$ cat config.mk
export PLATFORM = sky130hd
export DESIGN_NAME = registerFile
export DESIGN_NICKNAME = d
export VERILOG_FILES = /design/src/registerFile.sv
export SDC_FILE = /design/constraint.sdc
export NUM_CORES = 2
export LEC_CHECK = 0
export BUFFER_PORTS_ARGS = -buffer_cell sky130_fd_sc_hd__buf_2
export CAP_MARGIN = 10
export CORE_UTILIZATION = 55
export CTS_CLUSTER_DIAMETER = 80
export DETAILED_ROUTE_END_ITERATION = 8
export GPL_ROUTABILITY_DRIVEN = 0
export PLACE_DENSITY = 0.71
export REMOVE_ABC_BUFFERS = 1
export SLEW_MARGIN = 20
export SYNTH_ARGS = -nofsm -noshare
export SYNTH_HDL_FRONTEND = slang
export SYNTH_SLANG_ARGS = --single-unit
$ cat constraint.sdc
create_clock -name clk -period 3.4 [get_ports clk]
set_input_delay 0.68 -clock clk [delete_from_list [all_inputs] [get_ports clk]]
set_output_delay 0.68 -clock clk [all_outputs]
set_load 0.02 [all_outputs]
$ cat src/registerFile.sv
// Thirty-two entry register file, two read ports, one write port, register zero fixed at zero
`timescale 1ns/1ps

module registerFile (
	input  logic        clk,
	input  logic        reset,
	input  logic [4:0]  readAddrA,
	input  logic [4:0]  readAddrB,
	input  logic [4:0]  writeAddr,
	input  logic [31:0] writeData,
	input  logic        writeEnable,
	output logic [31:0] readA,
	output logic [31:0] readB
);

	logic [31:0] regs [32];
	logic        writeAllowed;

	// Writes to register zero are dropped
	assign writeAllowed = writeEnable & (writeAddr != 5'd0);

	// Write port, whole file cleared on reset
	always_ff @(posedge clk) begin
		if (reset) begin
			for (int i = 0; i < 32; i++) begin
				regs[i] <= 32'd0;
			end
		end else if (writeAllowed) begin
			regs[writeAddr] <= writeData;
		end
	end

	// Asynchronous reads
	// register zero forced to zero on both ports
	assign readA = (readAddrA == 5'd0) ? 32'd0 : regs[readAddrA];
	assign readB = (readAddrB == 5'd0) ? 32'd0 : regs[readAddrB];

endmodule

Word level (Yosys, flattened, before mapping)
Memories as Yosys holds them, arrays and structs flattened.
Cells that the tools add are included.
Word-level totals
  register bits: 0
  bits in latches: 0
  bits in writable memories: 1024
  ROM bits: 0
  output and inout bits: 64
  word-level logic and storage cells: 16
  memories: 1
Memory list
  regs: words 32, bits a word 32, read ports 2, clocked after Yosys merged registers in 0, wr ports 32, RTL line 16  | logic [31:0] regs [32];
Operators by class
  add/sub/neg operators: 0
  multiply operators: 0
  divide/modulo/power cells: 0
  $lt $le $gt $ge: 0
  equal/unequal tests: 0
  shift-type cells: 0
  multiplexer cells: 10
  bitwise logic cells: 1
  reductions and logical operators: 4
Operators with widths (number)
  $mux W32: 3
  $reduce_or A32 Y1: 1
  $logic_not A5 Y1: 2
  $mux W1: 6
  $mux W5: 1
  $reduce_bool A5 Y1: 1
  $and A1 B1 Y1: 1

Logic depth before layout (Yosys ltp)
  depth in word-level cells: 7
  gate-level depth with buffers: 9
  mapped depth without buffers: 4

Worst setup path before layout
OpenSTA, ideal clock, no wires.
  path kind: input-to-output
  from: in readAddrB[0]
  to: out readB[30]
  data arrival time: 2.670 ns
  slack: 0.050 ns
  cell stages on the path: 6
  cell sequence: clkbuf_1 buf_6 buf_4 mux4_2 mux2i_1 a2111oi_0
On the way
  word-level cells in the longest chain between the ends: 2
  elaborated cells between the ends (all ways): 3
  those cells by class: mux: 1; reduce/logical: 1; memory: 1
RTL lines
  from (decl): RTL line 8  | input logic [4:0] readAddrB,
  $mem_v2 Z32 W32 or $logic_not A5 Y1 (tied branches)
  $mux W32 *: RTL line 36  | assign readB = (readAddrB == 5'd0) ? 32'd0 : regs[readAddrB];
  to (decl): RTL line 13  | output logic [31:0] readB
Every way passes the cells marked *; elsewhere a longest branch is shown, timed or not.

==> metrics.md <==
| Metric | Value |
|---|---|
| Root buffer cell | clkbuf_16 |
| Initial antenna violation count | 7 |
| Top cell by count, worst path | mux4_2 |
| Tmin final | 3420 ps |
| Commonest non-fill, non-tap cell in the layout | edfxtp_1 |
| Commonest cells after routing, fill and taps aside | edfxtp_1 (1024), and2_1 (994), mux4_2 (472), buf_4 (248), mux2i_1 (150) |
| Slew Limit Fails | 0 |
| Total power | 31400 µW |
| Slowest CP cell | mux4_2 |
| Largest delay share family, worst path | multiplexers |
| FMAX | 293 MHz |
| Req. time, crit path | 2720 ps |
| Critical Path Max Stage Delay | 560 ps |
| Min-Delay Path Class | input pin to flip-flop |
| Num ports | 114 |
| Simple-gate area share of the yosys netlist | 0.133 |
| Antenna viol nets, final | 0 |
| Fillcell total | 6505 |
| Area growth syn-to-layout | 17.4% |
| Drt first-iter violations | 6043 |
| Total routed wirelength | 184000 µm |
| Setup crit end | readA[19] |
| H-tree levels | 3 |
| Cells taking the most area after synthesis | edfxtp_1 (57%), mux4_2 (20%), and2_1 (11%) |
| Slew @ Worst Pin | 885 ps |
| Util after Layout | 0.655 |
| First-pass GRT wire length | 258000 µm |
| WL/cell | 36.2 µm |
| Clock Sink Count | 1024 |
| LEAKAGE | 0.0224 µW |
| Share of cells above drive strength 1 | 0.344 |
| Die ar. | 99900 µm² |
| Clk slew on worst S/H paths | 60 ps |
| Overall Global Routing Usage | 0.369 |
| Worst Setup Path Type | flip-flop to output pin |
| Yosys warning total | 0 |
| Yosys reg bits | 1024 |
| Top FF cell, synth | edfxtp_1 |
| Failing checks | setup timing |
| Drt first pass iters | 5 |
| Synthesized-area fraction occupied by adder cells | 0 |
| Final hold vios | 0 |
| Die width | 316 µm |
| Nets | 3774 |
| Final period utilization | 1.00 |
| Xor/xnor share of the synthesized area | 0 |
| DP Area | 58300 µm² |
| Crit end category | output pin |
| CP Cell Sequence | mux4_2 -> mux4_2 -> o22ai_1 -> nor3_1 -> buf_2 |
| CORE AREA | 97100 µm² |
| Endpoints failing setup | 1 |
| Mux share of post-synthesis cell area | 0.230 |
| WHS | 635 ps |
| Area leader, netlist | edfxtp_1 |
| Synth Area in Compound Gates | 0.0365 |
| Max reg flops | 1024 |
| Max cap viols | 0 |
| Synth top area share | 0.567 |
| Max Root-Sink Buffers | 3 |
| Die height | 316 µm |
| Mapped Area | 54200 µm² |
| Via count | 36300 |
| Main combinational cell family by area after synthesis | multiplexers |
| Status | finished with violations |
| Synth cell types | 42 |
| Vias in the first global route | 37000 |
| Gate Count Post-Synth | 3502 |
| Worst path arrival time | 2740 ps |
| Port bufs | 113 |
| Row cnt | 114 |
| WP buf/inv | 1 |
| Power Density | 494 nW/µm² |
| Headroom to the max-slew limit | 0.407 |
| Crit start category | flip-flop |
| Largest registers | regs x1024 |
| Worst IR Drop VDD | 0.457 mV |
| GRT met1 Usage | 0.462 |
| CTS buffer count | 105 |
| Met3 GRT Util | 0.114 |
| Met2 Resource Use GR | 0.583 |
| Cts hold-fix bufs | 0 |
| Async S/R FF share, synth | 0 |
| Post-route cell area | 63600 µm² |
| Syn_area_per_cell | 15.5 µm² |
| Number of enable flip-flop cells after synthesis | 1024 |
| DP HPWL | 113000 µm |
| Critical Path Stages | 5 |
| CTS tree | done |
| Seq/Total Area, Yosys | 0.567 |
| Pin count of the biggest net entering global routing | 63 |
| CP Max Fanout | 2 |
| Biggest register | regs |
| Initial Util | 0.558 |
| Worst setup margin | -15.4 ps |
| Remaining DRCs | 0 |
| Top Usage Layer GRT | met2 |
| CP startpoint | regs[25][19] |
| Total grt overflow | 0 |
| Avg Vias per Cell | 7.13 |
==> layer usage <==
| layer | vias up | part of all wire |
|---|---|---|
| met5 | - | 0.00013 |
| met4 | 4 | 0.051 |
| met3 | 644 | 0.14 |
| met2 | 3098 | 0.47 |
| met1 | 18500 | 0.34 |
| li1 | 14000 | - |
==> where the power goes <==
group          leakage (µW)  switching [µW]  internal, µW
combinational        0.0110            2420          1970
clock               0.00171            5000          7040
sequential          0.00975             404         14600
==> worst min path at each step <==
stage	startpoint	to	depth (start not counted)
after CTS	writeData[23]	regs[15][23]	2
after floorplan	reset	regs[0][0]	0
final	writeData[23]	regs[15][23]	2
after detailed placement	writeData[31]	regs[12][31]	2
after global placement	writeData[6]	regs[24][6]	2
after global routing	writeData[23]	regs[15][23]	2
==> what timing repair did <==
action,CTS,global route
buffers inserted,15,5
gates resized for setup,137,70
cloned,13,3
pin swaps,13,8
endpoints found under the setup margin,64,45
endpoints found under the hold margin,0,0
==> final cells by class <==
| cell class | count | area (µm²) | share of cell area |
|---|---|---|---|
| diodes | 7 | 17.5 | 0.000275 |
| well taps | 1276 | 1600 | 0.0251 |
| inverters | 2 | 7.51 | 0.000118 |
| clock inverters | 63 | 742 | 0.0117 |
| multi-input cells | 2120 | 22900 | 0.360 |
| flip-flops and latches | 1024 | 30700 | 0.483 |
| repair buffers | 471 | 4860 | 0.0764 |
| clock buffers | 125 | 2790 | 0.0438 |
==> cells in the mapped netlist, drive strengths merged, types with 3 or more instances <==
library cell and n:
mux2 30, a211oi 7, and2 995, nand2 7
o21ai 4, edfxtp 1024, nand2b 5, nor2b 14
nor2 36, and3 3, nand3 5, mux4 472
nor3 54, a32o 4, a221oi 4, clkbuf 272
a2111oi 55, o22ai 103, a21oi 12, buf 115
or3b 4, nor4 6, nor4b 3, nand3b 5
a22o 51, or2 33, a22oi 16, mux2i 150
==> per-stage QoR <==
stage               cells  setup slack, ps  TNS [ps]
finish               5088            -15.4     -15.4
global route         5082            -71.9      -135
CTS                  5073            -36.7      -103
detailed placement   4857             -422    -11250
global placement     4857             -376    -10750
floorplan            3146            -1370    -66520
==> cell families (layout without fill, tap and decap cells) <==
group	count (synthesis)	in the layout
multiplexers	652	652
other	1	39
buffers and inverters	389	661
flip-flops	1024	1024
AND/OR/NAND/NOR	1177	1177
AO/OA/AOI/OAI	259	259
Note: power is estimated with default switching activity, not from simulation.
