==> config.mk <==
export PLATFORM = sky130hd
export DESIGN_NAME = controlUnit
export DESIGN_NICKNAME = d
export VERILOG_FILES = /design/src/cpuPkg.sv /design/src/controlUnit.sv
export SDC_FILE = /design/constraint.sdc
export NUM_CORES = 1
export LEC_CHECK = 0
export BUFFER_PORTS_ARGS = -buffer_cell sky130_fd_sc_hd__buf_2
export CAP_MARGIN = 20
export CORE_AREA = 2 2 39 41
export DETAILED_ROUTE_END_ITERATION = 8
export DIE_AREA = 0 0 41 43
export GPL_TIMING_DRIVEN = 0
export PLACE_DENSITY = 0.52
export REMOVE_ABC_BUFFERS = 1
export SLEW_MARGIN = 25
export SYNTH_ARGS = -nofsm -noshare
export SYNTH_HDL_FRONTEND = slang
export SYNTH_SLANG_ARGS = --single-unit
==> constraint.sdc <==
create_clock -name vclk -period 1.65
set_clock_uncertainty 0.05 [all_clocks]
set_input_delay 0.4125 -clock vclk [all_inputs]
set_output_delay 0.4125 -clock vclk [all_outputs]
set_load 0.05 [all_outputs]
==> src/cpuPkg.sv <==
// Instruction formats, opcode and function codes, ALU commands, control and store-bus types
package cpuPkg;

	// Default data memory depth in words, a power of two
	parameter int dataWords = 64;

	// Primary opcodes of the supported subset
	typedef enum logic [5:0] {
		opRType = 6'h00,
		opJ     = 6'h02,
		opBeq   = 6'h04,
		opAddi  = 6'h08,
		opLw    = 6'h23,
		opSw    = 6'h2b
	} opcodeT;

	// R-type function codes
	typedef enum logic [5:0] {
		functAdd = 6'h20,
		functSub = 6'h22,
		functAnd = 6'h24,
		functOr  = 6'h25,
		functSlt = 6'h2a
	} functT;

	// ALU commands, lab ALU encoding
	typedef enum logic [2:0] {
		aluAdd = 3'd0,
		aluSub = 3'd1,
		aluSlt = 3'd3,
		aluAnd = 3'd4,
		aluOr  = 3'd7
	} aluOpT;

	// Register-register format
	typedef struct packed {
		opcodeT     opcode;
		logic [4:0] rs;
		logic [4:0] rt;
		logic [4:0] rd;
		logic [4:0] shamt;
		functT      funct;
	} rTypeT;

	// Immediate format, also loads, stores and branches
	typedef struct packed {
		opcodeT      opcode;
		logic [4:0]  rs;
		logic [4:0]  rt;
		logic [15:0] imm;
	} iTypeT;

	// Jump format
	typedef struct packed {
		opcodeT      opcode;
		logic [25:0] target;
	} jTypeT;

	// One fetched word, read in all three formats
	typedef union packed {
		rTypeT rType;
		iTypeT iType;
		jTypeT jType;
	} instrWordT;

	// Decoded control lines
	typedef struct packed {
		logic  regWrite;
		logic  regDestRd;
		logic  aluSrcImm;
		logic  memWrite;
		logic  memToReg;
		logic  isBranch;
		logic  isJump;
		aluOpT aluOp;
	} controlT;

	// Store strobe payload leaving the core
	typedef struct packed {
		logic [31:0] address;
		logic [31:0] data;
	} storeBusT;

endpackage
==> src/controlUnit.sv <==
// Opcode and function decode into the control struct
`timescale 1ns/1ps

module controlUnit (
	input  cpuPkg::instrWordT instr,
	output cpuPkg::controlT   ctrl
);

	always_comb begin
		// Everything inactive, also the no-op for unknown codes
		ctrl = '0;
		case (instr.rType.opcode)
			cpuPkg::opRType: begin
				// Function code picks the ALU command
				case (instr.rType.funct)
					cpuPkg::functAdd: begin
						ctrl.regWrite  = 1'b1;
						ctrl.regDestRd = 1'b1;
						ctrl.aluOp     = cpuPkg::aluAdd;
					end
					cpuPkg::functSub: begin
						ctrl.regWrite  = 1'b1;
						ctrl.regDestRd = 1'b1;
						ctrl.aluOp     = cpuPkg::aluSub;
					end
					cpuPkg::functAnd: begin
						ctrl.regWrite  = 1'b1;
						ctrl.regDestRd = 1'b1;
						ctrl.aluOp     = cpuPkg::aluAnd;
					end
					cpuPkg::functOr: begin
						ctrl.regWrite  = 1'b1;
						ctrl.regDestRd = 1'b1;
						ctrl.aluOp     = cpuPkg::aluOr;
					end
					cpuPkg::functSlt: begin
						ctrl.regWrite  = 1'b1;
						ctrl.regDestRd = 1'b1;
						ctrl.aluOp     = cpuPkg::aluSlt;
					end
					default: begin
						// Unknown function, left as no-op
						ctrl = '0;
					end
				endcase
			end
			cpuPkg::opAddi: begin
				ctrl.regWrite  = 1'b1;
				ctrl.aluSrcImm = 1'b1;
				ctrl.aluOp     = cpuPkg::aluAdd;
			end
			cpuPkg::opLw: begin
				// Address is rs plus offset, result from memory into rt
				ctrl.regWrite  = 1'b1;
				ctrl.aluSrcImm = 1'b1;
				ctrl.memToReg  = 1'b1;
				ctrl.aluOp     = cpuPkg::aluAdd;
			end
			cpuPkg::opSw: begin
				ctrl.aluSrcImm = 1'b1;
				ctrl.memWrite  = 1'b1;
				ctrl.aluOp     = cpuPkg::aluAdd;
			end
			cpuPkg::opBeq: begin
				// Compare by subtraction
				ctrl.isBranch = 1'b1;
				ctrl.aluOp    = cpuPkg::aluSub;
			end
			cpuPkg::opJ: begin
				ctrl.isJump = 1'b1;
			end
			default: begin
				ctrl = '0;
			end
		endcase
	end

endmodule

# After elaboration in Yosys (flattened, before gate mapping)

Index checks and enable logic that the tools add are counted.

Output and inout bits: 10
Memory bits (writable): 0
ROM bits: 0
Flip-flop bits (word level): 0
Memories: 0
Logic and storage cells: 24
Bits in latches: 0

Eq/ne operators: 10
Bitwise gates (word level): 0
Divide/modulo/power cells: 0
$lt $le $gt $ge: 0
Multiply operators: 0
Add/subtract/negate cells: 0
Shift-type cells: 0
Muxes and demuxes: 10
Reduce and logical (&&, ||, !) cells: 4

Operators with widths:

| cell               | count |
|---|---|
| $eq 6x6->1 const B | 7 |
| $pmux 3 s4         | 1 |
| $eq 6x2->1 const B | 1 |
| $eq 6x3->1 const B | 1 |
| $eq 6x4->1 const B | 1 |
| $logic_not 6->1    | 1 |
| $mux 1             | 6 |
| $pmux 3 s2         | 1 |
| $reduce_or 5->1    | 1 |
| $reduce_or 3->1    | 1 |
| $mux 2             | 1 |
| $pmux 1 s2         | 1 |
| $reduce_or 2->1    | 1 |

# Longest topological paths before layout

Depth in word-level cells: 4
Gate-level depth with buffers: 4
Depth with buffers taken out: 3

# Least setup slack after synthesis

OpenSTA, ideal clock, no wires.

Path type: input-to-output
From: in instr[26] (netlist bit)
To: out ctrl[0] (netlist bit)
Setup slack: -1.070 ns
Arrival time: 2.257 ns
Data required time: 1.187 ns
Stages: 3
Cells stage by stage: nor3_2 nand2b_1 nor4_1

RTL lines:

| item               | line             | source |
|---|---|---|
| start: declaration | controlUnit.sv:5 | `input cpuPkg::instrWordT instr,` |
| end: declaration   | controlUnit.sv:6 | `output cpuPkg::controlT ctrl` |

==> impl_metrics.tcl <==
set metrics [dict create \
    fin_nets 87 \
    drv_cap 0 \
    drive_gt1_share_pct 73.6 \
    worstPathMaxFanout 3 \
    cp-start-kind "input pin" \
    preCtsSetupSlack_ps -377 \
    tightest_slew_ps 254 \
    worstPathArrival_ps 1350 \
    synth_area_um2 191 \
    die_w_um 41 \
    via_count 318 \
    clkbuf_count 0 \
    boundaryPins 42 \
    p_leak_nw 0.199 \
    grt_setup_unrepaired "true" \
    path_class "in -> out" \
    grt_usage_pct 8.49 \
    fp.dieH_um 43 \
    powerDensity_mw_per_mm2 167 \
    grt.overflow.total 0 \
    hold_path.class "in -> out" \
    hold_viol_final 0 \
    instances_no_fill 69 \
    wire_per_inst_um 11.1 \
    grt_first_pass_wirelength_um 1120 \
    io_buffers 22 \
    seq_cell_count 0 \
    yosys.cell_types.count 19 \
    num_rows 14 \
    slew_headroom_pct 83.0 \
    die_area_mm2 0.00176 \
    antenna_left 0 \
    max_freq_ghz 0.552 \
    ys_warn_count 0 \
    place_hpwl_um 510 \
    seq_area_frac_synth_pct 0 \
    postPlaceCellArea_um2 318 \
    grt_antenna_before_repair 0 \
    place_inst 68 \
    drv_slew 0 \
    cp.required_ps 1190 \
    final_cell_area_um2 498 \
    gp_congestion 0.613 \
    drc 0 \
    grt_pass1_vias 299 \
    yosys.area.top_type "nor3b_1" \
    fin_crit_sh_pct 110 \
    grt_start_max_net_pins 10 \
    synth_area_leaders "nor3b_1 16%, nor2_1 9.8%, nand3b_1 7.8%, and4bb_1 6.5%, nor2b_1 6.5%" \
    core-area_mm2 0.00138 \
    timing.final.ws_setup_ps -163 \
    synthCells 31 \
    cp-end-kind "primary output" \
    firstDrtPassIters 3 \
    min_period_ps 1810 \
    yosysTopAreaCellShare_pct 15.7 \
    setup_tns_ps -697 \
    via_per_inst 4.61 \
    vdd_drop_max_mv 0.0600 \
    status "finished with violations" \
    final_core_util_pct 36.0 \
    regArea_um2 0 \
    synth.avg_cell_area_um2 6.18 \
    start_util_pct 13.8 \
    setup_viol 9 \
    areaGrowthSynthToFinish_pct 160 \
    drtIter0Drc 1 \
    drt_wl_total_um 769 \
    violations "negative setup slack" \
    antenna_cells 0 \
]
[cell type report]
cell class         count  area [um2]
repair buffers        23         205
multi-input cells     28         265
inverters              2        7.51
well taps             16        20.0
fillers              150         886
[worst paths after layout]
| path | slack (ps) | endpoint | depth (start not counted) | startpoint |
|---|---|---|---|---|
| worst max-delay path | -160 | ctrl[9] | 5 | instr[30] |
| worst min-delay path | 1170 | ctrl[7] | 5 | instr[30] |
[layout by cell type (no fill, tap or decap), types with 2 or more instances in the layout]
cell	count
buf_2	8
nand3b_1	2
buf_8	2
nor2_1	3
nor2_2	2
nor3b_2	3
buf_4	3
buf_6	10
[where the power goes]
part	switching, mW	leakage, nW	internal (mW)
combinational	0.0435	0.199	0.0396
clock	0	0	0
sequential	0	0	0
total	0.0435	0.199	0.0396
[layer usage]
metal / track usage [%] / vias to the layer above / share of wire [%]
li1: - / 162 / -
met1: 11.1 / 138 / 38
met2: 15.3 / 18 / 52
met3: 0.524 / 0 / 9.9
met4: 0 / 0 / 0
met5: 0 / - / 0
[cells in the mapped netlist]
cell type,count
nand3_1,1
inv_1,2
nor3_1,1
o311ai_1,1
nand4b_1,1
nor4_1,2
nor2_1,5
a21oi_1,2
clkbuf_1,1
o221ai_1,1
or3_1,1
nor3b_1,4
nor3_2,1
and3_1,1
nand2b_1,1
nand2_1,1
nand3b_1,2
and4bb_1,1
nor2b_1,2
[per-stage QoR]
step | total power, mW | hold WS (ps)
after floorplan | 0.0260 | 950
after global placement | 0.0531 | 1180
after detailed placement | 0.0533 | 1180
after CTS | 0.0704 | 1160
after global routing | 0.0891 | 1190
final | 0.0831 | 1170
[critical path, stage by stage]
cell and delay (ps):
buf_8 110, nand4b_1 180, or3_4 360, o311ai_2 90
buf_6 200
[logic make-up (layout without fill, tap and decap cells)]
| group | count (synthesis) | count (layout) | synth area share (%) |
|---|---|---|---|
| and+or+nand+nor | 24 | 24 | 79.7 |
| buffers and inverters | 3 | 25 | 5.88 |
| AOI/OAI and AO/OA | 4 | 4 | 14.4 |
[what timing repair did]
| action | CTS | global route |
|---|---|---|
| setup buffers | 1 | 0 |
| gates resized for setup | 32 | 12 |
| hold buffers | 0 | 0 |
| pin swaps | 5 | 6 |
| setup endpoints to repair | 9 | 9 |
No activity file was read; power rests on OpenSTA's default activity.
