===== src/cpuPkg.sv =====
// Instruction formats, opcode and function codes, ALU commands, control and store-bus types
package cpuPkg;

	// Default data memory depth in words, a power of two
	parameter int dataWords = 64;

	// Primary opcodes of the supported subset
	typedef enum logic [5:0] {
		opRType = 6'h00,
		opJ     = 6'h02,
		opBeq   = 6'h04,
		opAddi  = 6'h08,
		opLw    = 6'h23,
		opSw    = 6'h2b
	} opcodeT;

	// R-type function codes
	typedef enum logic [5:0] {
		functAdd = 6'h20,
		functSub = 6'h22,
		functAnd = 6'h24,
		functOr  = 6'h25,
		functSlt = 6'h2a
	} functT;

	// ALU commands, lab ALU encoding
	typedef enum logic [2:0] {
		aluAdd = 3'd0,
		aluSub = 3'd1,
		aluSlt = 3'd3,
		aluAnd = 3'd4,
		aluOr  = 3'd7
	} aluOpT;

	// Register-register format
	typedef struct packed {
		opcodeT     opcode;
		logic [4:0] rs;
		logic [4:0] rt;
		logic [4:0] rd;
		logic [4:0] shamt;
		functT      funct;
	} rTypeT;

	// Immediate format, also loads, stores and branches
	typedef struct packed {
		opcodeT      opcode;
		logic [4:0]  rs;
		logic [4:0]  rt;
		logic [15:0] imm;
	} iTypeT;

	// Jump format
	typedef struct packed {
		opcodeT      opcode;
		logic [25:0] target;
	} jTypeT;

	// One fetched word, read in all three formats
	typedef union packed {
		rTypeT rType;
		iTypeT iType;
		jTypeT jType;
	} instrWordT;

	// Decoded control lines
	typedef struct packed {
		logic  regWrite;
		logic  regDestRd;
		logic  aluSrcImm;
		logic  memWrite;
		logic  memToReg;
		logic  isBranch;
		logic  isJump;
		aluOpT aluOp;
	} controlT;

	// Store strobe payload leaving the core
	typedef struct packed {
		logic [31:0] address;
		logic [31:0] data;
	} storeBusT;

endpackage

===== src/instructionFetch.sv =====
// Program counter register with sequential, branch and jump next-address selection
`timescale 1ns/1ps

module instructionFetch (
	input  logic               clk,
	input  logic               reset,
	input  cpuPkg::instrWordT  instr,
	input  cpuPkg::controlT    ctrl,
	input  logic               zero,
	output logic [31:0]        pc
);

	logic [31:0] pcPlus4;
	logic [31:0] branchOffset;
	logic [31:0] branchTarget;
	logic [31:0] jumpTarget;
	logic        branchTaken;
	logic [31:0] nextPc;

	// Sequential address
	assign pcPlus4 = pc + 32'd4;

	// Word offset, sign extended and scaled to bytes
	assign branchOffset = {{14{instr.iType.imm[15]}}, instr.iType.imm, 2'b00};
	assign branchTarget = pcPlus4 + branchOffset;

	// Region bits come from the incremented pc
	assign jumpTarget = {pcPlus4[31:28], instr.jType.target, 2'b00};

	// beq needs equal operands, so the ALU difference is zero
	assign branchTaken = ctrl.isBranch & zero;

	// Jump wins, then branch, else fall through
	always_comb begin
		if (ctrl.isJump) begin
			nextPc = jumpTarget;
		end else if (branchTaken) begin
			nextPc = branchTarget;
		end else begin
			nextPc = pcPlus4;
		end
	end

	// PC register
	always_ff @(posedge clk) begin
		if (reset) begin
			pc <= 32'd0;
		end else begin
			pc <= nextPc;
		end
	end

endmodule


===== config.mk =====
export PLATFORM = sky130hd
export DESIGN_NAME = instructionFetch
export DESIGN_NICKNAME = d
export VERILOG_FILES = /design/src/cpuPkg.sv /design/src/instructionFetch.sv
export SDC_FILE = /design/constraint.sdc
export NUM_CORES = 1
export LEC_CHECK = 0
export BUFFER_PORTS_ARGS = -buffer_cell sky130_fd_sc_hd__buf_4
export CAP_MARGIN = 10
export CORE_MARGIN = 5
export CORE_UTILIZATION = 29
export DETAILED_ROUTE_END_ITERATION = 10
export SLEW_MARGIN = 10
export SYNTH_ARGS = -nofsm -noshare
export SYNTH_HDL_FRONTEND = slang
export SYNTH_SLANG_ARGS = --single-unit

===== constraint.sdc =====
create_clock -name clk -period 4.1 [get_ports clk]
set_input_delay 0.205 -clock clk [delete_from_list [all_inputs] [get_ports clk]]
set_output_delay 0.205 -clock clk [all_outputs]
set_load 0.01 [all_outputs]

# After elaboration in Yosys (flattened, before gate mapping)
# Index checks and enable logic that the tools add are counted.
dict set report classes {
  add_sub_neg 2
  mul 0
  n_div 0
  n_lt_le_gt_ge 0
  n_eq_ne 0
  shift 0
  n_mux 2
  bitwise_logic 1
  reduce_logical 1
}
# operator count
set op_table {}
lappend op_table {{32-bit two-way mux} 2}
lappend op_table {{32-bit by 3-bit adder with 32-bit output, second input constant} 1}
lappend op_table {{32-bit adder} 1}
lappend op_table {{2-bit OR reduction} 1}
lappend op_table {{1-bit bitwise AND} 1}
dict set report totals {
  ff_bits 32
  latch_bits 0
  ramBits 0
  romBits 0
  inputBits 45
  out_inout_bits 32
  word_cells 8
  memories 0
}

# Logic depth before layout (Yosys ltp)
dict set report logic_depth {
  ltp_word 4
  depth_mapped 16
  mapped_depth_nobuf 14
}

# Worst setup path before layout
# Ideal clock, no wire load.
dict set report synth_path {
  kind {register to register}
  start {reg pc[8]}
  end {reg pc[30]}
  setup_ps 86
  t_arrival_ps 3399
  t_required_ps 4014
  setup_slack_ps 616
  stages_incl_launch_ff 15
  path_buffers 1
  period_less_slack_ps 3484
  cell_sequence {dfxtp_1 -> and3_4 -> nand4_4 -> or4_4 -> buf_6 -> nor2_4 -> xor2_1 -> ha_1 -> a211oi_1 -> or3b_2 -> o211ai_1 -> a21oi_1 -> o22ai_1 -> xor2_1 -> a211oi_1}
}
dict set report synth_via {
  elab_chain_cells 4
}
# item line
set synth_lines {}
lappend synth_lines {{start, declared} instructionFetch.sv:10} ;# output logic [31:0] pc
lappend synth_lines {{start signal, assigned} instructionFetch.sv:49} ;# pc <= nextPc;
lappend synth_lines {{32-bit by 3-bit adder with 32-bit output (*)} instructionFetch.sv:21} ;# assign pcPlus4 = pc + 32'd4;
lappend synth_lines {{32-bit adder} instructionFetch.sv:25} ;# assign branchTarget = pcPlus4 + branchOffset;
lappend synth_lines {{32-bit two-way mux} instructionFetch.sv:37} ;# end else if (branchTaken) begin
lappend synth_lines {{32-bit two-way mux (*)} instructionFetch.sv:35} ;# if (ctrl.isJump) begin
# Every way passes the cells marked *; elsewhere a longest branch is shown, timed or not.
# A chain may end at the register's enable or synchronous reset.

# Final worst setup path
dict set report layout_path {
  start {reg pc[11]}
  end {reg pc[30]}
}
# The elaborated chain is that of the path after synthesis.

==> impl_metrics.tcl <==
set metrics [dict create \
    crit_end "pc[30]$_SDFF_PP0_" \
    synth_top_area_cell "dfxtp_1" \
    maxCapViolCount 0 \
    ys_seq_area_share_pct 17.2 \
    clk_latency_ns 0.28 \
    drt_wl_total_um 11000 \
    cts_buffer_depth 2 \
    ys_ff_latch 30 \
    grt_antenna_before_repair 0 \
    dp.cells 655 \
    synthDistinctLibCells 65 \
    die_area_mm2 0.0143 \
    final.setup.tns_ns 0 \
    die_h_um 120 \
    syn_area_mm2 0.00348 \
    start_util_pct 29.2 \
    max_stage_delay_ns 0.64 \
    r2r_setup_slack_ns 0.26 \
    finalCritPeriodShare_pct 93.6 \
    worstReg2RegEnd "pc[30]$_SDFF_PP0_" \
    clock_skew_ns 0.00389 \
    stdcell_count 663 \
    totalPowerFinal_uw 1260 \
    ant_nets 0 \
    wl_per_cell_um 16.6 \
    drt_first_pass_iters 5 \
    cp_slowest_cell "or4_4" \
    cts_tree "built" \
    synth_edf_count 0 \
    grt_pass1_wl_um 18000 \
    diodes 0 \
    clock_sinks 30 \
    synth_top_area_share_pct 17.2 \
    cpMostUsedCell "a211oi_1" \
    dp_hpwl_um 8460 \
    grt_overflow 0 \
    tightest_slew_ns 0.896 \
    slew_headroom_pct 40.0 \
    drive_gt1_share_pct 18.8 \
    fin_ws_ns 0.263 \
    gp_congestion 0.879 \
    cpLargestDelayFamily "simple AND/OR/NAND/NOR gates" \
    yosysWarningCount 0 \
    syn_inst 457 \
    startpoint "pc[11]$_SDFF_PP0_" \
    synthToLayoutAreaGrowth_pct 23.1 \
    nets 598 \
    grt_pass1_vias 3579 \
    start_kind "flop" \
    fp.coreArea_mm2 0.0119 \
    vias_per_cell 5.47 \
    crit_arrival_ns 4.03 \
    status "finished, final reports clean" \
    critPathRequiredTime_ns 4.29 \
    crit_chain "and3_2 > nand4_4 > or4_4 > nor2_4 > xor2_2 > ha_1 > a211oi_1 > or3b_2 > o211ai_1 > a21oi_1 > o22ai_1 > xor2_1 > a211oi_1" \
    crit_path_max_fanout 6 \
    grt_max_degree 33 \
    rsz0062_at_grt "no" \
    worst-r2r-cell-count 13 \
    grt_usage_pct 15.3 \
    ys.flop_type "dfxtp_1" \
    leakage_uw 0.00195 \
    crit_type "reg2reg" \
    dpl_worst_slack_ns 0.196 \
    finalSetupViolCount 0 \
    hold_class "in2reg" \
    synth_area_leaders "dfxtp_1 17%, ha_1 13%, xnor2_1 6.3%" \
    htreeDepth 2 \
    cts_buffers 5 \
    top_register "pc" \
    stdcell_area_mm2 0.00429 \
    peakVddDrop_v 0.000222 \
    powerDensity_mw_per_mm2 295 \
    avgSynthCellArea_um2 7.62 \
    num_vias 3629 \
    drc_errors 0 \
    yosysMostFrequentCell "nand2_1" \
    largest_register_ffs 30 \
    r2r_start "pc[11]$_SDFF_PP0_" \
    slew_violations 0 \
    num_rows 40 \
    critPathBufInv 0 \
    crit_cells 13 \
    synth_commonest_cells "43 x nand2_1, 42 x a21oi_1, 41 x nor2_1" \
    die_w_um 120 \
    postCtsHoldBufs 0 \
    async_reset_ff_share_pct 0 \
    portBuffers 60 \
    crit_path_end_kind "flop" \
    fill_cells 1251 \
    cts-root-buf "clkbuf_16" \
    reg.largest.list "pc (30)" \
    dpl_cell_area_mm2 0.00411 \
    clk_pin_slew_ns 0.05 \
    pin_count 77 \
    layout_min_cycle_time_ns 3.84 \
    hold_viol 0 \
    max_freq_ghz 0.261 \
    drt_first_iter_violations 235 \
]
==> layout make-up <==
type	instances	area, µm²	share of cell area (%)
Multi-Input combinational cell	391	2740	63.8
Tap cell	147	184	4.29
Sequential cell	30	601	14.0
Inverter	14	52.6	1.23
Clock buffer	8	166	3.88
Timing Repair Buffer	73	548	12.8
==> worst reg2reg max path, stage by stage (launching register included) <==
cell and delay (ns):
dfxtp_1 0.41, and3_2 0.26, nand4_4 0.15, or4_4 0.64, nor2_4 0.15, xor2_2 0.23
ha_1 0.31, a211oi_1 0.27, or3b_2 0.47, o211ai_1 0.23, a21oi_1 0.13, o22ai_1 0.17
xor2_1 0.09, a211oi_1 0.24
==> power breakdown <==
part,internal [µW],switching (µW)
clock,275,143
combinational,219,280
sequential,316,30.5
==> cells in the final DEF (no fill, tap or decap), types with 14 or more instances in the layout <==
cell	n
xor2_1	24
nand4_1	14
dfxtp_1	30
a21oi_1	42
o21ai_0	22
xnor2_1	25
nand2_1	43
nor2_1	41
buf_4	73
ha_1	37
==> stage by stage <==
stage          hold slack [ns]  util [%]
3_3_place_gp             0.429      34.5
2_1_floorplan            0.274         -
5_1_grt                  0.152      36.0
4_1_cts                  0.139      35.9
6_report                 0.145      36.0
3_5_place_dp             0.436      34.5
==> how the worst min path moves through the flow <==
stage | startpoint | to | slack, ns | cells past startpoint
after CTS | instr[24] | pc[26]$_SDFF_PP0_ | 0.14 | 2
after global routing | instr[18] | pc[20]$_SDFF_PP0_ | 0.15 | 2
after detailed placement | instr[24] | pc[26]$_SDFF_PP0_ | 0.44 | 2
after global placement | instr[18] | pc[20]$_SDFF_PP0_ | 0.43 | 2
final | instr[18] | pc[20]$_SDFF_PP0_ | 0.14 | 2
after floorplan | reset | pc[21]$_SDFF_PP0_ | 0.27 | 1
==> logic make-up (layout without fill, tap and decap cells) <==
| kind of cell | Yosys count | in the layout | synth area share, % |
|---|---|---|---|
| AO/OA/AOI/OAI | 138 | 138 | 26.9 |
| XOR/XNOR | 51 | 51 | 13.4 |
| adder cells (fa/ha/maj) | 38 | 38 | 13.9 |
| buffers and inverters | 37 | 95 | 4.56 |
| flip-flops | 30 | 30 | 17.2 |
| multiplexers | 2 | 2 | 0.575 |
| other | 1 | 2 | 0.108 |
| AND/OR/NAND/NOR | 160 | 160 | 23.3 |
==> timing repair <==
action,in CTS,in global routing
setup endpoints to repair,0,2
buffers inserted,0,0
resized for setup,0,2
==> per-layer routing <==
layer	track usage [%]	share of wire, %	vias to the layer above
met2	26.9	49	107
met3	2.92	4.8	22
met1	18.7	44	1700
met5	0	0	-
met4	5.01	2.6	0
li1	-	-	1800
(Power assumes the default switching activity.)
